==> config.mk <==
export PLATFORM = sky130hd
export DESIGN_NAME = exec_cluster_top
export DESIGN_NICKNAME = d
export VERILOG_FILES = /design/src/verilog/iq_cfg_pkg.sv /design/src/verilog/expipe_pkg.sv /design/src/verilog/stream_if.sv /design/src/verilog/issue_queue.sv /design/src/verilog/issue_dispatch.sv /design/src/verilog/exec_unit.sv /design/src/verilog/result_arbiter.sv /design/src/verilog/exec_cluster_top.sv
export SDC_FILE = /design/constraint.sdc
export NUM_CORES = 2
export LEC_CHECK = 0
export BUFFER_PORTS_ARGS = -buffer_cell sky130_fd_sc_hd__buf_4
export CAP_MARGIN = 25
export CORE_AREA = 2 2 378 380
export CTS_CLUSTER_DIAMETER = 60
export DETAILED_ROUTE_END_ITERATION = 10
export DIE_AREA = 0 0 380 382
export PLACE_DENSITY_LB_ADDON = 0.12
export SYNTH_ARGS = -nofsm -noshare
export SYNTH_HDL_FRONTEND = slang
export SYNTH_SLANG_ARGS = --single-unit
==> constraint.sdc <==
create_clock -name clk_i -period 17.8 [get_ports clk_i]
set_input_delay 3.56 -clock clk_i [delete_from_list [all_inputs] [get_ports clk_i]]
set_output_delay 3.56 -clock clk_i [all_outputs]
set_load 0.02 [all_outputs]
==> src/verilog/iq_cfg_pkg.sv <==
package iq_cfg_pkg;

    // Issue queue sizing
    // Depth must stay a power of two so the counters wrap on their own
    localparam int unsigned IQ_DEPTH = 8;
    localparam int unsigned IQ_IDX_LEN = 3;

    // Number of identical execution units behind the dispatcher
    localparam int unsigned NUM_EU = 3;
    // Round-robin pointer width in the result arbiter
    localparam int unsigned EU_IDX_LEN = $clog2(NUM_EU);

    // Datapath width of operands and results
    localparam int unsigned XLEN = 32;
    // Shift amount bits taken from rs2
    localparam int unsigned SHAMT_LEN = 5;

    // Sequence tag width, tags tell out-of-order results apart
    localparam int unsigned TAG_LEN = 4;

endpackage

==> src/verilog/expipe_pkg.sv <==
package expipe_pkg;

    // ALU operations, 3-bit encoding as seen on the fetch port
    typedef enum logic [2:0] {
        ADD = 3'd0,
        SUB = 3'd1,
        AND = 3'd2,
        OR  = 3'd3,
        XOR = 3'd4,
        SLL = 3'd5,
        SRL = 3'd6,
        // Signed compare, result is 1 or 0
        SLT = 3'd7
    } alu_op_t;

    // One issue queue slot
    // 3 + 4 + 32 + 32 = 71 bits
    typedef struct packed {
        alu_op_t                         op;
        logic [iq_cfg_pkg::TAG_LEN-1:0]  tag;
        // Operand values come with the instruction, no register read here
        logic [iq_cfg_pkg::XLEN-1:0]     rs1_value;
        logic [iq_cfg_pkg::XLEN-1:0]     rs2_value;
    } iq_entry_t;

    // Result leaving an execution unit
    // 4 + 32 = 36 bits
    typedef struct packed {
        logic [iq_cfg_pkg::TAG_LEN-1:0]  tag;
        logic [iq_cfg_pkg::XLEN-1:0]     value;
    } eu_result_t;

endpackage

==> src/verilog/stream_if.sv <==
`timescale 1ns/10ps

// Valid/ready stream with a sequence tag next to the payload
// Transfer on a rising edge with valid and ready both high
interface stream_if #(
    parameter type payload_t = logic
);

    logic                           valid;
    logic                           ready;
    logic [iq_cfg_pkg::TAG_LEN-1:0] tag;
    payload_t                       data;

    // Producer side, holds valid, tag and data until accepted
    modport source (
        output valid,
        output tag,
        output data,
        input  ready
    );

    // Consumer side, ready may follow valid combinationally
    modport sink (
        input  valid,
        input  tag,
        input  data,
        output ready
    );

endinterface

==> src/verilog/issue_queue.sv <==
`timescale 1ns/10ps

module issue_queue (
    input  logic                  clk_i,
    input  logic                  rst_n_i,
    input  logic                  flush_i,
    // Fetch side
    input  logic                  fetch_valid_i,
    output logic                  fetch_ready_o,
    input  expipe_pkg::iq_entry_t fetch_entry_i,
    // Towards the dispatcher
    stream_if.source              issue_o
);

    // Slot storage, payload only
    expipe_pkg::iq_entry_t entry_q [iq_cfg_pkg::IQ_DEPTH];
    // One occupancy bit per slot
    logic [iq_cfg_pkg::IQ_DEPTH-1:0] valid_q;

    logic [iq_cfg_pkg::IQ_IDX_LEN-1:0] head_q;
    logic [iq_cfg_pkg::IQ_IDX_LEN-1:0] tail_q;

    logic fifo_full;
    logic push;
    logic pop;

    // All slots occupied
    assign fifo_full = &valid_q;

    // Head slot goes straight out
    assign issue_o.valid = valid_q[head_q];
    assign issue_o.data = entry_q[head_q];
    assign issue_o.tag = entry_q[head_q].tag;

    assign pop = issue_o.valid & issue_o.ready;
    // A full queue still takes a new entry when the head leaves this cycle
    assign fetch_ready_o = ~fifo_full | pop;
    assign push = fetch_valid_i & fetch_ready_o;

    // Control state, counters and occupancy
    always_ff @(posedge clk_i or negedge rst_n_i) begin
        if (!rst_n_i) begin
            valid_q <= '0;
            head_q <= '0;
            tail_q <= '0;
        end else if (flush_i) begin
            // Drop everything, in-flight push included
            valid_q <= '0;
            head_q <= '0;
            tail_q <= '0;
        end else begin
            if (pop) begin
                valid_q[head_q] <= 1'b0;
                head_q <= head_q + 1'b1;
            end
            // Comes after the pop so a full queue reuses the freed head slot
            if (push) begin
                valid_q[tail_q] <= 1'b1;
                tail_q <= tail_q + 1'b1;
            end
        end
    end

    // Slot write
    always_ff @(posedge clk_i) begin
        if (push) begin
            entry_q[tail_q] <= fetch_entry_i;
        end
    end

    // Tail must point at a free slot, or at the head leaving in the same cycle
    tail_free_a: assert property (
        @(posedge clk_i) disable iff (!rst_n_i || flush_i)
        push |-> (!valid_q[tail_q] || (pop && (head_q == tail_q)))
    ) else $error("issue_queue: push into occupied slot %0d", tail_q);

endmodule

==> src/verilog/issue_dispatch.sv <==
`timescale 1ns/10ps

module issue_dispatch (
    stream_if.sink   issue_i,
    stream_if.source eu_o [iq_cfg_pkg::NUM_EU]
);

    logic [iq_cfg_pkg::NUM_EU-1:0] eu_rdy;
    logic [iq_cfg_pkg::NUM_EU-1:0] eu_sel;
    logic [iq_cfg_pkg::NUM_EU-1:0] eu_vld;

    // Pick the lowest-indexed unit with room
    always_comb begin
        logic found;
        found = 1'b0;
        eu_sel = '0;
        for (int i = 0; i < iq_cfg_pkg::NUM_EU; i++) begin
            if (eu_rdy[i] && !found) begin
                eu_sel[i] = 1'b1;
                found = 1'b1;
            end
        end
    end

    // Only the selected unit sees valid, the rest see the same data idle
    for (genvar i = 0; i < iq_cfg_pkg::NUM_EU; i++) begin : g_eu
        assign eu_rdy[i] = eu_o[i].ready;
        assign eu_vld[i] = issue_i.valid & eu_sel[i];
        assign eu_o[i].valid = eu_vld[i];
        assign eu_o[i].tag = issue_i.tag;
        assign eu_o[i].data = issue_i.data;
    end

    // Head pops when any unit takes it
    assign issue_i.ready = |eu_sel;

    // One instruction never lands in two units
    one_unit_a: assert final ($onehot0(eu_vld))
        else $error("issue_dispatch: more than one unit valid %b", eu_vld);

endmodule

==> src/verilog/exec_unit.sv <==
`timescale 1ns/10ps

module exec_unit (
    input  logic     clk_i,
    input  logic     rst_n_i,
    input  logic     flush_i,
    stream_if.sink   instr_i,
    stream_if.source result_o
);

    // Stage 1, operands and operation
    logic                              s1_valid_q;
    expipe_pkg::alu_op_t               s1_op_q;
    logic [iq_cfg_pkg::TAG_LEN-1:0]    s1_tag_q;
    logic [iq_cfg_pkg::XLEN-1:0]       s1_rs1_q;
    logic [iq_cfg_pkg::XLEN-1:0]       s1_rs2_q;

    // Stage 2, finished result
    logic                              s2_valid_q;
    logic [iq_cfg_pkg::TAG_LEN-1:0]    s2_tag_q;
    logic [iq_cfg_pkg::XLEN-1:0]       s2_value_q;

    logic                              s1_ready;
    logic                              s2_ready;
    logic [iq_cfg_pkg::SHAMT_LEN-1:0]  shamt;
    logic [iq_cfg_pkg::XLEN-1:0]       alu_res;

    // A stage moves when it is empty or its content leaves this cycle
    assign s2_ready = ~s2_valid_q | result_o.ready;
    assign s1_ready = ~s1_valid_q | s2_ready;
    assign instr_i.ready = s1_ready;

    assign shamt = s1_rs2_q[iq_cfg_pkg::SHAMT_LEN-1:0];

    // ALU between the two stages
    always_comb begin
        alu_res = '0;
        case (s1_op_q)
            expipe_pkg::ADD: alu_res = s1_rs1_q + s1_rs2_q;
            expipe_pkg::SUB: alu_res = s1_rs1_q - s1_rs2_q;
            expipe_pkg::AND: alu_res = s1_rs1_q & s1_rs2_q;
            expipe_pkg::OR:  alu_res = s1_rs1_q | s1_rs2_q;
            expipe_pkg::XOR: alu_res = s1_rs1_q ^ s1_rs2_q;
            expipe_pkg::SLL: alu_res = s1_rs1_q << shamt;
            // Logical shift, zeros come in from the top
            expipe_pkg::SRL: alu_res = s1_rs1_q >> shamt;
            expipe_pkg::SLT: alu_res[0] = $signed(s1_rs1_q) < $signed(s1_rs2_q);
            default:         alu_res = '0;
        endcase
    end

    // Valid bits
    always_ff @(posedge clk_i or negedge rst_n_i) begin
        if (!rst_n_i) begin
            s1_valid_q <= 1'b0;
            s2_valid_q <= 1'b0;
        end else if (flush_i) begin
            s1_valid_q <= 1'b0;
            s2_valid_q <= 1'b0;
        end else begin
            if (s1_ready) begin
                s1_valid_q <= instr_i.valid;
            end
            if (s2_ready) begin
                s2_valid_q <= s1_valid_q;
            end
        end
    end

    // Stage payloads, loaded only when the stage takes new content
    always_ff @(posedge clk_i) begin
        if (instr_i.valid && s1_ready) begin
            s1_op_q <= instr_i.data.op;
            s1_tag_q <= instr_i.tag;
            s1_rs1_q <= instr_i.data.rs1_value;
            s1_rs2_q <= instr_i.data.rs2_value;
        end
        if (s1_valid_q && s2_ready) begin
            s2_tag_q <= s1_tag_q;
            s2_value_q <= alu_res;
        end
    end

    assign result_o.valid = s2_valid_q;
    assign result_o.tag = s2_tag_q;
    assign result_o.data = '{tag: s2_tag_q, value: s2_value_q};

    // A stalled result stays put until the arbiter takes it
    hold_result_a: assert property (
        @(posedge clk_i) disable iff (!rst_n_i || flush_i)
        (result_o.valid && !result_o.ready) |=>
            (result_o.valid && $stable(result_o.tag) && $stable(result_o.data))
    ) else $error("exec_unit: result changed under back-pressure");

endmodule

==> src/verilog/result_arbiter.sv <==
`timescale 1ns/10ps

module result_arbiter (
    input  logic                           clk_i,
    input  logic                           rst_n_i,
    stream_if.sink                         res_i [iq_cfg_pkg::NUM_EU],
    output logic                           result_valid_o,
    input  logic                           result_ready_i,
    output logic [iq_cfg_pkg::TAG_LEN-1:0] result_tag_o,
    output logic [iq_cfg_pkg::XLEN-1:0]    result_value_o
);

    logic [iq_cfg_pkg::NUM_EU-1:0]     res_vld;
    logic [iq_cfg_pkg::TAG_LEN-1:0]    res_tag [iq_cfg_pkg::NUM_EU];
    logic [iq_cfg_pkg::XLEN-1:0]       res_val [iq_cfg_pkg::NUM_EU];

    logic [iq_cfg_pkg::NUM_EU-1:0]     grant;
    logic [iq_cfg_pkg::EU_IDX_LEN-1:0] gnt_idx;
    logic [iq_cfg_pkg::EU_IDX_LEN-1:0] ptr_q;

    for (genvar i = 0; i < iq_cfg_pkg::NUM_EU; i++) begin : g_res
        assign res_vld[i] = res_i[i].valid;
        assign res_tag[i] = res_i[i].tag;
        assign res_val[i] = res_i[i].data.value;
        // Ready goes back to the granted unit only
        assign res_i[i].ready = grant[i] & result_ready_i;
    end

    // First valid unit at or after the pointer, wrapping around
    always_comb begin
        int unsigned idx;
        grant = '0;
        gnt_idx = '0;
        for (int k = 0; k < iq_cfg_pkg::NUM_EU; k++) begin
            idx = ptr_q + k;
            if (idx >= iq_cfg_pkg::NUM_EU) begin
                idx = idx - iq_cfg_pkg::NUM_EU;
            end
            if (res_vld[idx] && grant == '0) begin
                grant[idx] = 1'b1;
                gnt_idx = idx[iq_cfg_pkg::EU_IDX_LEN-1:0];
            end
        end
    end

    assign result_valid_o = |grant;
    assign result_tag_o = res_tag[gnt_idx];
    assign result_value_o = res_val[gnt_idx];

    // Move past the winner after a transfer
    // While stalled, park on the winner so the output does not switch units
    always_ff @(posedge clk_i or negedge rst_n_i) begin
        if (!rst_n_i) begin
            ptr_q <= '0;
        end else if (result_valid_o && result_ready_i) begin
            ptr_q <= (gnt_idx == iq_cfg_pkg::NUM_EU - 1) ? '0 : gnt_idx + 1'b1;
        end else if (result_valid_o) begin
            ptr_q <= gnt_idx;
        end
    end

    grant_onehot_a: assert property (
        @(posedge clk_i) disable iff (!rst_n_i)
        $onehot0(grant)
    ) else $error("result_arbiter: grant not one-hot %b", grant);

endmodule

==> src/verilog/exec_cluster_top.sv <==
`timescale 1ns/10ps

module exec_cluster_top (
    input  logic                           clk_i,
    input  logic                           rst_n_i,
    input  logic                           flush_i,
    // Instruction input from decode
    input  logic                           fetch_valid_i,
    output logic                           fetch_ready_o,
    input  expipe_pkg::alu_op_t            fetch_op_i,
    input  logic [iq_cfg_pkg::TAG_LEN-1:0] fetch_tag_i,
    input  logic [iq_cfg_pkg::XLEN-1:0]    fetch_rs1_i,
    input  logic [iq_cfg_pkg::XLEN-1:0]    fetch_rs2_i,
    // Result output, possibly out of program order
    output logic                           result_valid_o,
    input  logic                           result_ready_i,
    output logic [iq_cfg_pkg::TAG_LEN-1:0] result_tag_o,
    output logic [iq_cfg_pkg::XLEN-1:0]    result_value_o
);

    expipe_pkg::iq_entry_t fetch_entry;

    // Queue head to dispatcher
    stream_if #(.payload_t(expipe_pkg::iq_entry_t)) iq_issue ();
    // Dispatcher to each unit, and each unit to the arbiter
    stream_if #(.payload_t(expipe_pkg::iq_entry_t)) eu_instr [iq_cfg_pkg::NUM_EU] ();
    stream_if #(.payload_t(expipe_pkg::eu_result_t)) eu_result [iq_cfg_pkg::NUM_EU] ();

    assign fetch_entry = '{
        op:        fetch_op_i,
        tag:       fetch_tag_i,
        rs1_value: fetch_rs1_i,
        rs2_value: fetch_rs2_i
    };

    issue_queue i_issue_queue (
        .clk_i         (clk_i),
        .rst_n_i       (rst_n_i),
        .flush_i       (flush_i),
        .fetch_valid_i (fetch_valid_i),
        .fetch_ready_o (fetch_ready_o),
        .fetch_entry_i (fetch_entry),
        .issue_o       (iq_issue)
    );

    issue_dispatch i_issue_dispatch (
        .issue_i (iq_issue),
        .eu_o    (eu_instr)
    );

    // Identical ALU pipelines
    for (genvar i = 0; i < iq_cfg_pkg::NUM_EU; i++) begin : g_eu
        exec_unit i_exec_unit (
            .clk_i    (clk_i),
            .rst_n_i  (rst_n_i),
            .flush_i  (flush_i),
            .instr_i  (eu_instr[i]),
            .result_o (eu_result[i])
        );
    end

    result_arbiter i_result_arbiter (
        .clk_i          (clk_i),
        .rst_n_i        (rst_n_i),
        .res_i          (eu_result),
        .result_valid_o (result_valid_o),
        .result_ready_i (result_ready_i),
        .result_tag_o   (result_tag_o),
        .result_value_o (result_value_o)
    );

endmodule

=== After elaboration in Yosys (flattened, before gate mapping) ===
Memory sizes are Yosys's and may differ from the RTL's.
Index checks and enable logic that the tools add are counted.

* Muxes and demuxes: 68
* Add/sub/neg operators: 14
* $lt $le $gt $ge: 17
* Eq/ne operators: 22
* Bitwise logic cells: 37
* Reduce and logical (&&, ||, !) cells: 35
* Shift operators: 6

{| class="wikitable"
|+ Operators by type and width
! operator !! number
|-
| $pmux 31 s7 || 3
|-
| $mux 32 || 5
|-
| $add 32x32->32 || 3
|-
| $and 32x32->32 || 3
|-
| $ge 32x1->1 const B || 3
|-
| $lt 32x3->1 const B || 3
|-
| $lt 32x32->1 || 3
|-
| $or 32x32->32 || 3
|-
| $shl 32x5->32 || 3
|-
| $shr 32x5->32 || 3
|-
| $sub 32x32->32 || 3
|-
| $xor 32x32->32 || 3
|-
| $bmux 32 s2 || 1
|-
| $ge 32x2->1 const B || 2
|-
| $sub 32x2->32 const B || 2
|-
| $eq 3x3->1 const B || 12
|-
| $mux 8 || 4
|-
| $mux 1 || 27
|-
| $pmux 1 s8 || 3
|-
| $mux 3 || 7
|-
| $eq 3x2->1 const B || 6
|-
| $reduce_bool 2->1 || 9
|-
| $logic_and 1x1->1 || 16
|-
| $logic_not 3->1 || 5
|-
| other kinds (29) || 67
|}

* Bits in registers: 343
* Memories: 1
* Input bits: 76
* RAM bits: 568
* Word-level logic and storage cells: 228
* Output and inout port bits: 38

{| class="wikitable"
|+ Memories
! memory !! words !! bits a word !! read ports !! clocked after Yosys merged registers in !! write ports !! RTL line !! source
|-
| i_issue_queue.entry_q || 8 || 71 || 1 || 0 || 1 || issue_queue.sv:16 || <nowiki>expipe_pkg::iq_entry_t entry_q [iq_cfg_pkg::IQ_DEPTH];</nowiki>
|}

=== Longest topological paths before layout ===
* Depth after elaboration: 30
* Mapped depth: 17
* Gate-level depth less buffers: 13

=== Modules after synthesis ===
A second synthesis with hierarchy kept.

* Cells, all modules: 5,972
* Area total of the unflattened synthesis: 62,124.6 um^2

{| class="wikitable"
|+ Modules (own cells, without submodules)
! module !! sequential area each (um^2) !! area an instance (um^2) !! instances !! cells an instance
|-
| exec_unit at g_eu[0].i_exec_unit ... || 3,263.1 || 11,841.4 || 2 || 1,376
|-
| issue_queue || 17,406.7 || 22,346.4 || 1 || 1,277
|-
| exec_unit at g_eu[2].i_exec_unit || 3,263.1 || 12,125.4 || 1 || 1,394
|-
| result_arbiter || 50.0 || 2,245.9 || 1 || 320
|-
| issue_dispatch || 0.0 || 1,724.2 || 1 || 229
|}

=== Worst setup path after synthesis ===
OpenSTA, ideal clock, no wires.

* Path type: input to register
* Start: input port result_ready_i
* End: memory i_issue_queue.entry_q[1][0] (netlist bit), enable pin
* Arrival: 9,590 ps
* Slack: 7,623 ps
* Data required time: 17,213 ps
* Stages: 8
* Setup time: 587 ps
* Buffers on the path: 0
* Cells stage by stage: inv_1 a2111o_1 o221ai_2 nor2_2 a31oi_4 o31a_4 nand2_2 nor3_1

* Longest elaborated chain between the ends: 16
* Elaborated cells on any way between the ends: 23
* Those cells by class: 6 x mux; 12 x bitwise; 5 x reduce/logical

{| class="wikitable"
|+ Ends and longest elaborated chain
! element !! RTL line !! source
|-
| from (decl) || exec_cluster_top.sv:16 || <nowiki>input logic result_ready_i,</nowiki>
|-
| $and 1x1->1 || result_arbiter.sv:26 || <nowiki>assign res_i[i].ready = grant[i] & result_ready_i;</nowiki>
|-
| $or 1x1->1 || exec_unit.sv:29 || <nowiki>assign s2_ready = ~s2_valid_q | result_o.ready;</nowiki>
|-
| $or 1x1->1 || exec_unit.sv:30 || <nowiki>assign s1_ready = ~s1_valid_q | s2_ready;</nowiki>
|-
| $mux 1 || issue_dispatch.sv:18 || <nowiki>if (eu_rdy[i] && !found) begin</nowiki>
|-
| $logic_not 1->1 || issue_dispatch.sv:18 ||
|-
| $logic_and 1x1->1 || issue_dispatch.sv:18 ||
|-
| $mux 1 || issue_dispatch.sv:18 ||
|-
| $logic_not 1->1 || issue_dispatch.sv:18 ||
|-
| $logic_and 1x1->1 || issue_dispatch.sv:18 ||
|-
| $mux 1 || issue_dispatch.sv:18 ||
|-
| $reduce_or 3->1 * || issue_dispatch.sv:35 || <nowiki>assign issue_i.ready = |eu_sel;</nowiki>
|-
| $and 1x1->1 * || issue_queue.sv:35 || <nowiki>assign pop = issue_o.valid & issue_o.ready;</nowiki>
|-
| $or 1x1->1 * || issue_queue.sv:37 || <nowiki>assign fetch_ready_o = ~fifo_full | pop;</nowiki>
|-
| $and 1x1->1 * || issue_queue.sv:38 || <nowiki>assign push = fetch_valid_i & fetch_ready_o;</nowiki>
|-
| $mux 1 * || issue_queue.sv:66 || <nowiki>if (push) begin</nowiki>
|-
| $mux 1 (not written as such) * || issue_queue.sv:67 || <nowiki>entry_q[tail_q] <= fetch_entry_i;</nowiki>
|-
| to (decl) || issue_queue.sv:16 ||
|}

Mark *: on every way between the ends. The rest lies on a longest branch, timed or not.

=== Final worst setup path ===
* Start: input port result_ready_i
* End: output port fetch_ready_o

* Longest elaborated chain between the ends: 13
* Elaborated cells on any way between the ends: 20
* Those cells by class: 4 x mux; 11 x bitwise; 5 x reduce/logical

{| class="wikitable"
|+ Ends and longest elaborated chain
! element !! RTL line !! source
|-
| $and 1x1->1 || result_arbiter.sv:26 ||
|-
| $or 1x1->1 || exec_unit.sv:29 ||
|-
| $or 1x1->1 || exec_unit.sv:30 ||
|-
| $mux 1 || issue_dispatch.sv:18 ||
|-
| $logic_not 1->1 || issue_dispatch.sv:18 ||
|-
| $logic_and 1x1->1 || issue_dispatch.sv:18 ||
|-
| $mux 1 || issue_dispatch.sv:18 ||
|-
| $logic_not 1->1 || issue_dispatch.sv:18 ||
|-
| $logic_and 1x1->1 || issue_dispatch.sv:18 ||
|-
| $mux 1 || issue_dispatch.sv:18 ||
|-
| $reduce_or 3->1 * || issue_dispatch.sv:35 ||
|-
| $and 1x1->1 * || issue_queue.sv:35 ||
|-
| $or 1x1->1 * || issue_queue.sv:37 ||
|-
| to (decl) || exec_cluster_top.sv:9 || <nowiki>output logic fetch_ready_o,</nowiki>
|}

Marks and branches as above.

==> key figures <==
Power and ir drop
  – Proportion of power drawn by combinational gates: 0.461
  – Register share of total power: 0.311
  – Internal power of the cells: 5.235 mW
  – Clk pwr share: 0.228
  – Switching power: 4.205 mW
  – Total chip power: roughly 9.4 mW
  – Highest ir drop seen on vdd: 92.64 uV
  – Switching fraction of total power: 0.4454
  – Leak pwr: 22.46 nW
  – Total power per unit cell area: 151.6 nW/um^2

Routing
  – DRT antenna net count: 0
  – Post-Route WL: 222300 um
  – Number of detailed-routing iterations run before antenna repair: 9
  – Wire length per cell after detailed routing: between 30 and 40 um
  – Average via count per standard cell: around 6.4
  – Post-route DRC violation count: 0
  – Vias after detailed routing: ~45000
  – Initial DRC Count: between 5000 and 6000

Layout
  – Layout overhead on the synthesized area: 11.19%
  – Fraction of final layout cells sized beyond drive strength 1: 0.1191
  – Total of fill cells in the finished design: 13372
  – Final #Nets: 5501
  – Most frequent standard cell in the layout excluding fill and tap cells: edfxtp_1
  – Commonest cells after routing, fill and taps aside: edfxtp_1, nor2_1, a21oi_1, a22oi_1

Critical path
  – Critical path fanouts, max: 13
  – Count of cells along the worst register-to-register path: 12
  – Data required time at the worst endpoint: 14240 ps
  – CP endpoint kind: primary output
  – Worst Setup Start Kind: input port
  – Critical path type: in -> out
  – WP data arrival: 5430 ps

Synthesis
  – #FFs+latches synth: 911
  – Count of flip-flops with a built-in enable after synthesis: just under 900
  – Prevailing post-synth register cell: edfxtp_1
  – Syn Nets: 5536
  – Portion of the post-synthesis area used by sequential elements: 0.4866
  – Yosys warning total: 0
  – Gate count after technology mapping: 5157
  – Synthesized area: 55990 um^2
  – Synthesized area divided by synthesized cell count: 10.86 um^2
  – Fraction of synthesis flops using an asynchronous set or reset pin: 0.02415
  – Count of cell types in the netlist: around 100

Global routing
  – Largest net degree at the start of global routing: 74
  – Overall routing resource usage: 0.2971
  – Vias in the first global route: 42204
  – Final global-route overflow total: 0
  – Antenna violations before repair: 42
  – Global-route wire length before repair: approximately 310000 um

Worst hold path
  – Hold path cells: 0
  – Worst hold path class: reg -> reg

Placed design
  – Buffers on Ports: 113
  – Dpl hpwl: 161500 um
  – Placer congestion estimate: 1.028

Timing
  – Upper clock frequency limit: 111.2 MHz
  – RSZ-0062 raised after global routing: no
  – Max-Slew Margin vs Limit: 0.2327
  – Finish-stage setup viols: 0
  – Number of hold-slack violations in the final timing report: 0
  – Count of pins over their slew limit: 0
  – Min Clock Period, post-route: 8991 ps
  – Worst clock skew on the final layout: 51.59 ps
  – Final critical-path share of the clock period: 0.5051
  – Tightest Pin Transition: around 1100 ps
  – Final setup TNS: 0 ps

Flow run
  – Number of maximum-capacitance constraint violations: 0

Clock tree
  – Number of buffers added for setup after CTS: 0
  – Worst-case clock buffer depth: 3
  – Number of buffers inserted by hold repair at cts: 0
  – H-tree levels: 3
  – CTS tree: done
  – Worst skew pair latency: 750 ps
  – Num CTS Buffers: 103
  – Clock Tree Root: clkbuf_16
  – Sink count of the clock tree: 911
  – PostCTS Resize Cnt: 0
  – Clock transition at the registers of the reported paths: 50 ps

Floorplanning
  – X dimension of the die: 380 um
  – Initial Utilization: 0.3974
  – Floorplan die height: 382 um
  – Row Count: about 140
  – Number of I/O pins: 114
  – Placeable core region: 140900 um^2
  – Full die area: 145200 um^2

Run status
  – Run status: finished clean
[final timing paths]
| check | end | slack [ps] | start |
|---|---|---|---|
| min in group asynchronous | i_issue_queue.tail_q[1] | 2700 | rst_n_i |
| worst max register to register | i_issue_queue.entry_q[1][31] | 12510 | i_result_arbiter.ptr_q[1] |
| worst max-delay path | fetch_ready_o | 8810 | result_ready_i |
| worst min-delay path | g_eu[1].i_exec_unit.result_o.tag[1] | 420 | g_eu[1].i_exec_unit.s1_tag_q[1] |
| worst min register to register | g_eu[1].i_exec_unit.result_o.tag[1] | 420 | g_eu[1].i_exec_unit.s1_tag_q[1] |
| max in group asynchronous | g_eu[1].i_exec_unit.s1_valid_q | 14830 | rst_n_i |
[registers in the layout (all words and copies together), names as in the netlist]
name and count:
g_eu.i_exec_unit.s1_op_q 9, g_eu.i_exec_unit.s2_value_q 96, g_eu.i_exec_unit.s1_rs2_q 96, g_eu.i_exec_unit.s1_rs1_q 96, g_eu.i_exec_unit.result_o.tag 12, i_issue_queue.head_q 3, g_eu.i_exec_unit.result_o.valid 3, g_eu.i_exec_unit.s1_tag_q 12
g_eu.i_exec_unit.s1_valid_q 3, i_issue_queue.entry_q 568, i_result_arbiter.ptr_q 2, i_issue_queue.tail_q 3, i_issue_queue.valid_q 8
[final cells by class]
type / instances / area [um^2] / area share
clock inverter: 67 / 815.8 / 0.01310
antenna: 11 / 27.53 / 0.0004421
inverter: 305 / 1145 / 0.01839
multi-input combinational: 3581 / 26310 / 0.4226
tap: 1890 / 2365 / 0.03798
sequential: 911 / 27250 / 0.4376
clock buffer: 123 / 2653 / 0.04260
timing repair buffer: 220 / 1695 / 0.02723
[synthesized netlist by cell type, types with 46 or more instances]
cell	instances	share of area
a211oi_1	53	0.0071
a21o_1	50	0.0067
a21oi_1	364	0.033
a221o_1	49	0.0088
a221oi_1	46	0.0072
a22oi_1	361	0.048
buf_1	48	0.0032
clkbuf_1	248	0.017
edfxtp_1	889	0.48
ha_1	297	0.066
inv_1	298	0.020
mux2i_1	163	0.029
mux4_2	125	0.050
nand2_1	227	0.015
nand3_1	57	0.0051
nand4_1	85	0.0095
nor2_1	541	0.036
nor3_1	85	0.0076
o211ai_1	51	0.0068
o21ai_0	287	0.026
o21bai_1	46	0.0062
o22ai_1	105	0.012
[logic make-up (layout without fill, tap and decap cells)]
family,Yosys count,count (layout),synth area share
compound gates,1723,1723,0.2095
xor+xnor,24,24,0.003754
fa+ha+maj,305,305,0.06887
buf+inv,665,715,0.04710
flops,911,911,0.4866
mux,308,308,0.08344
other cells,0,11,0
simple gates,1221,1221,0.1008
[worst max-delay path: stages]
cell and delay [ps]:
buf_4 120, inv_1 160, o41ai_1 120, a21oi_1 310, and2_1 310, a31oi_4 230
or3_1 430, buf_4 160
[power groups by stage]
stage               Sequential (mW)  Clock [mW]  Combinational, mW
floorplan                      2.84           0               2.50
global placement               2.97           0               4.23
detailed placement             2.97           0               4.23
CTS                            2.92        2.19               4.25
global route                   2.94        2.27               4.54
finish                         2.94        2.15               4.35
[layer usage]
layer | track usage | vias to the layer above | part of all wire
met5 | 0 | - | 0.0013
li1 | - | 19958 | -
met3 | 0.05390 | 406 | 0.079
met2 | 0.4512 | 2164 | 0.44
met4 | 0.1354 | 40 | 0.050
met1 | 0.4136 | 22804 | 0.43
[stage by stage]
step | hold WS, ps | instances | util | area [um^2] | setup slack (ps)
after floorplan | 400.3 | 5157 | - | 55990 | 7623
after global placement | 401.0 | 6903 | 0.4166 | 58700 | 8824
after detailed placement | 405.1 | 6905 | 0.4168 | 58730 | 8806
after CTS | 419.7 | 7095 | 0.4414 | 62200 | 8800
after global routing | 428.2 | 7097 | 0.4417 | 62230 | 8669
final | 418.9 | 7108 | 0.4419 | 62260 | 8809
(Power assumes the default switching activity.)
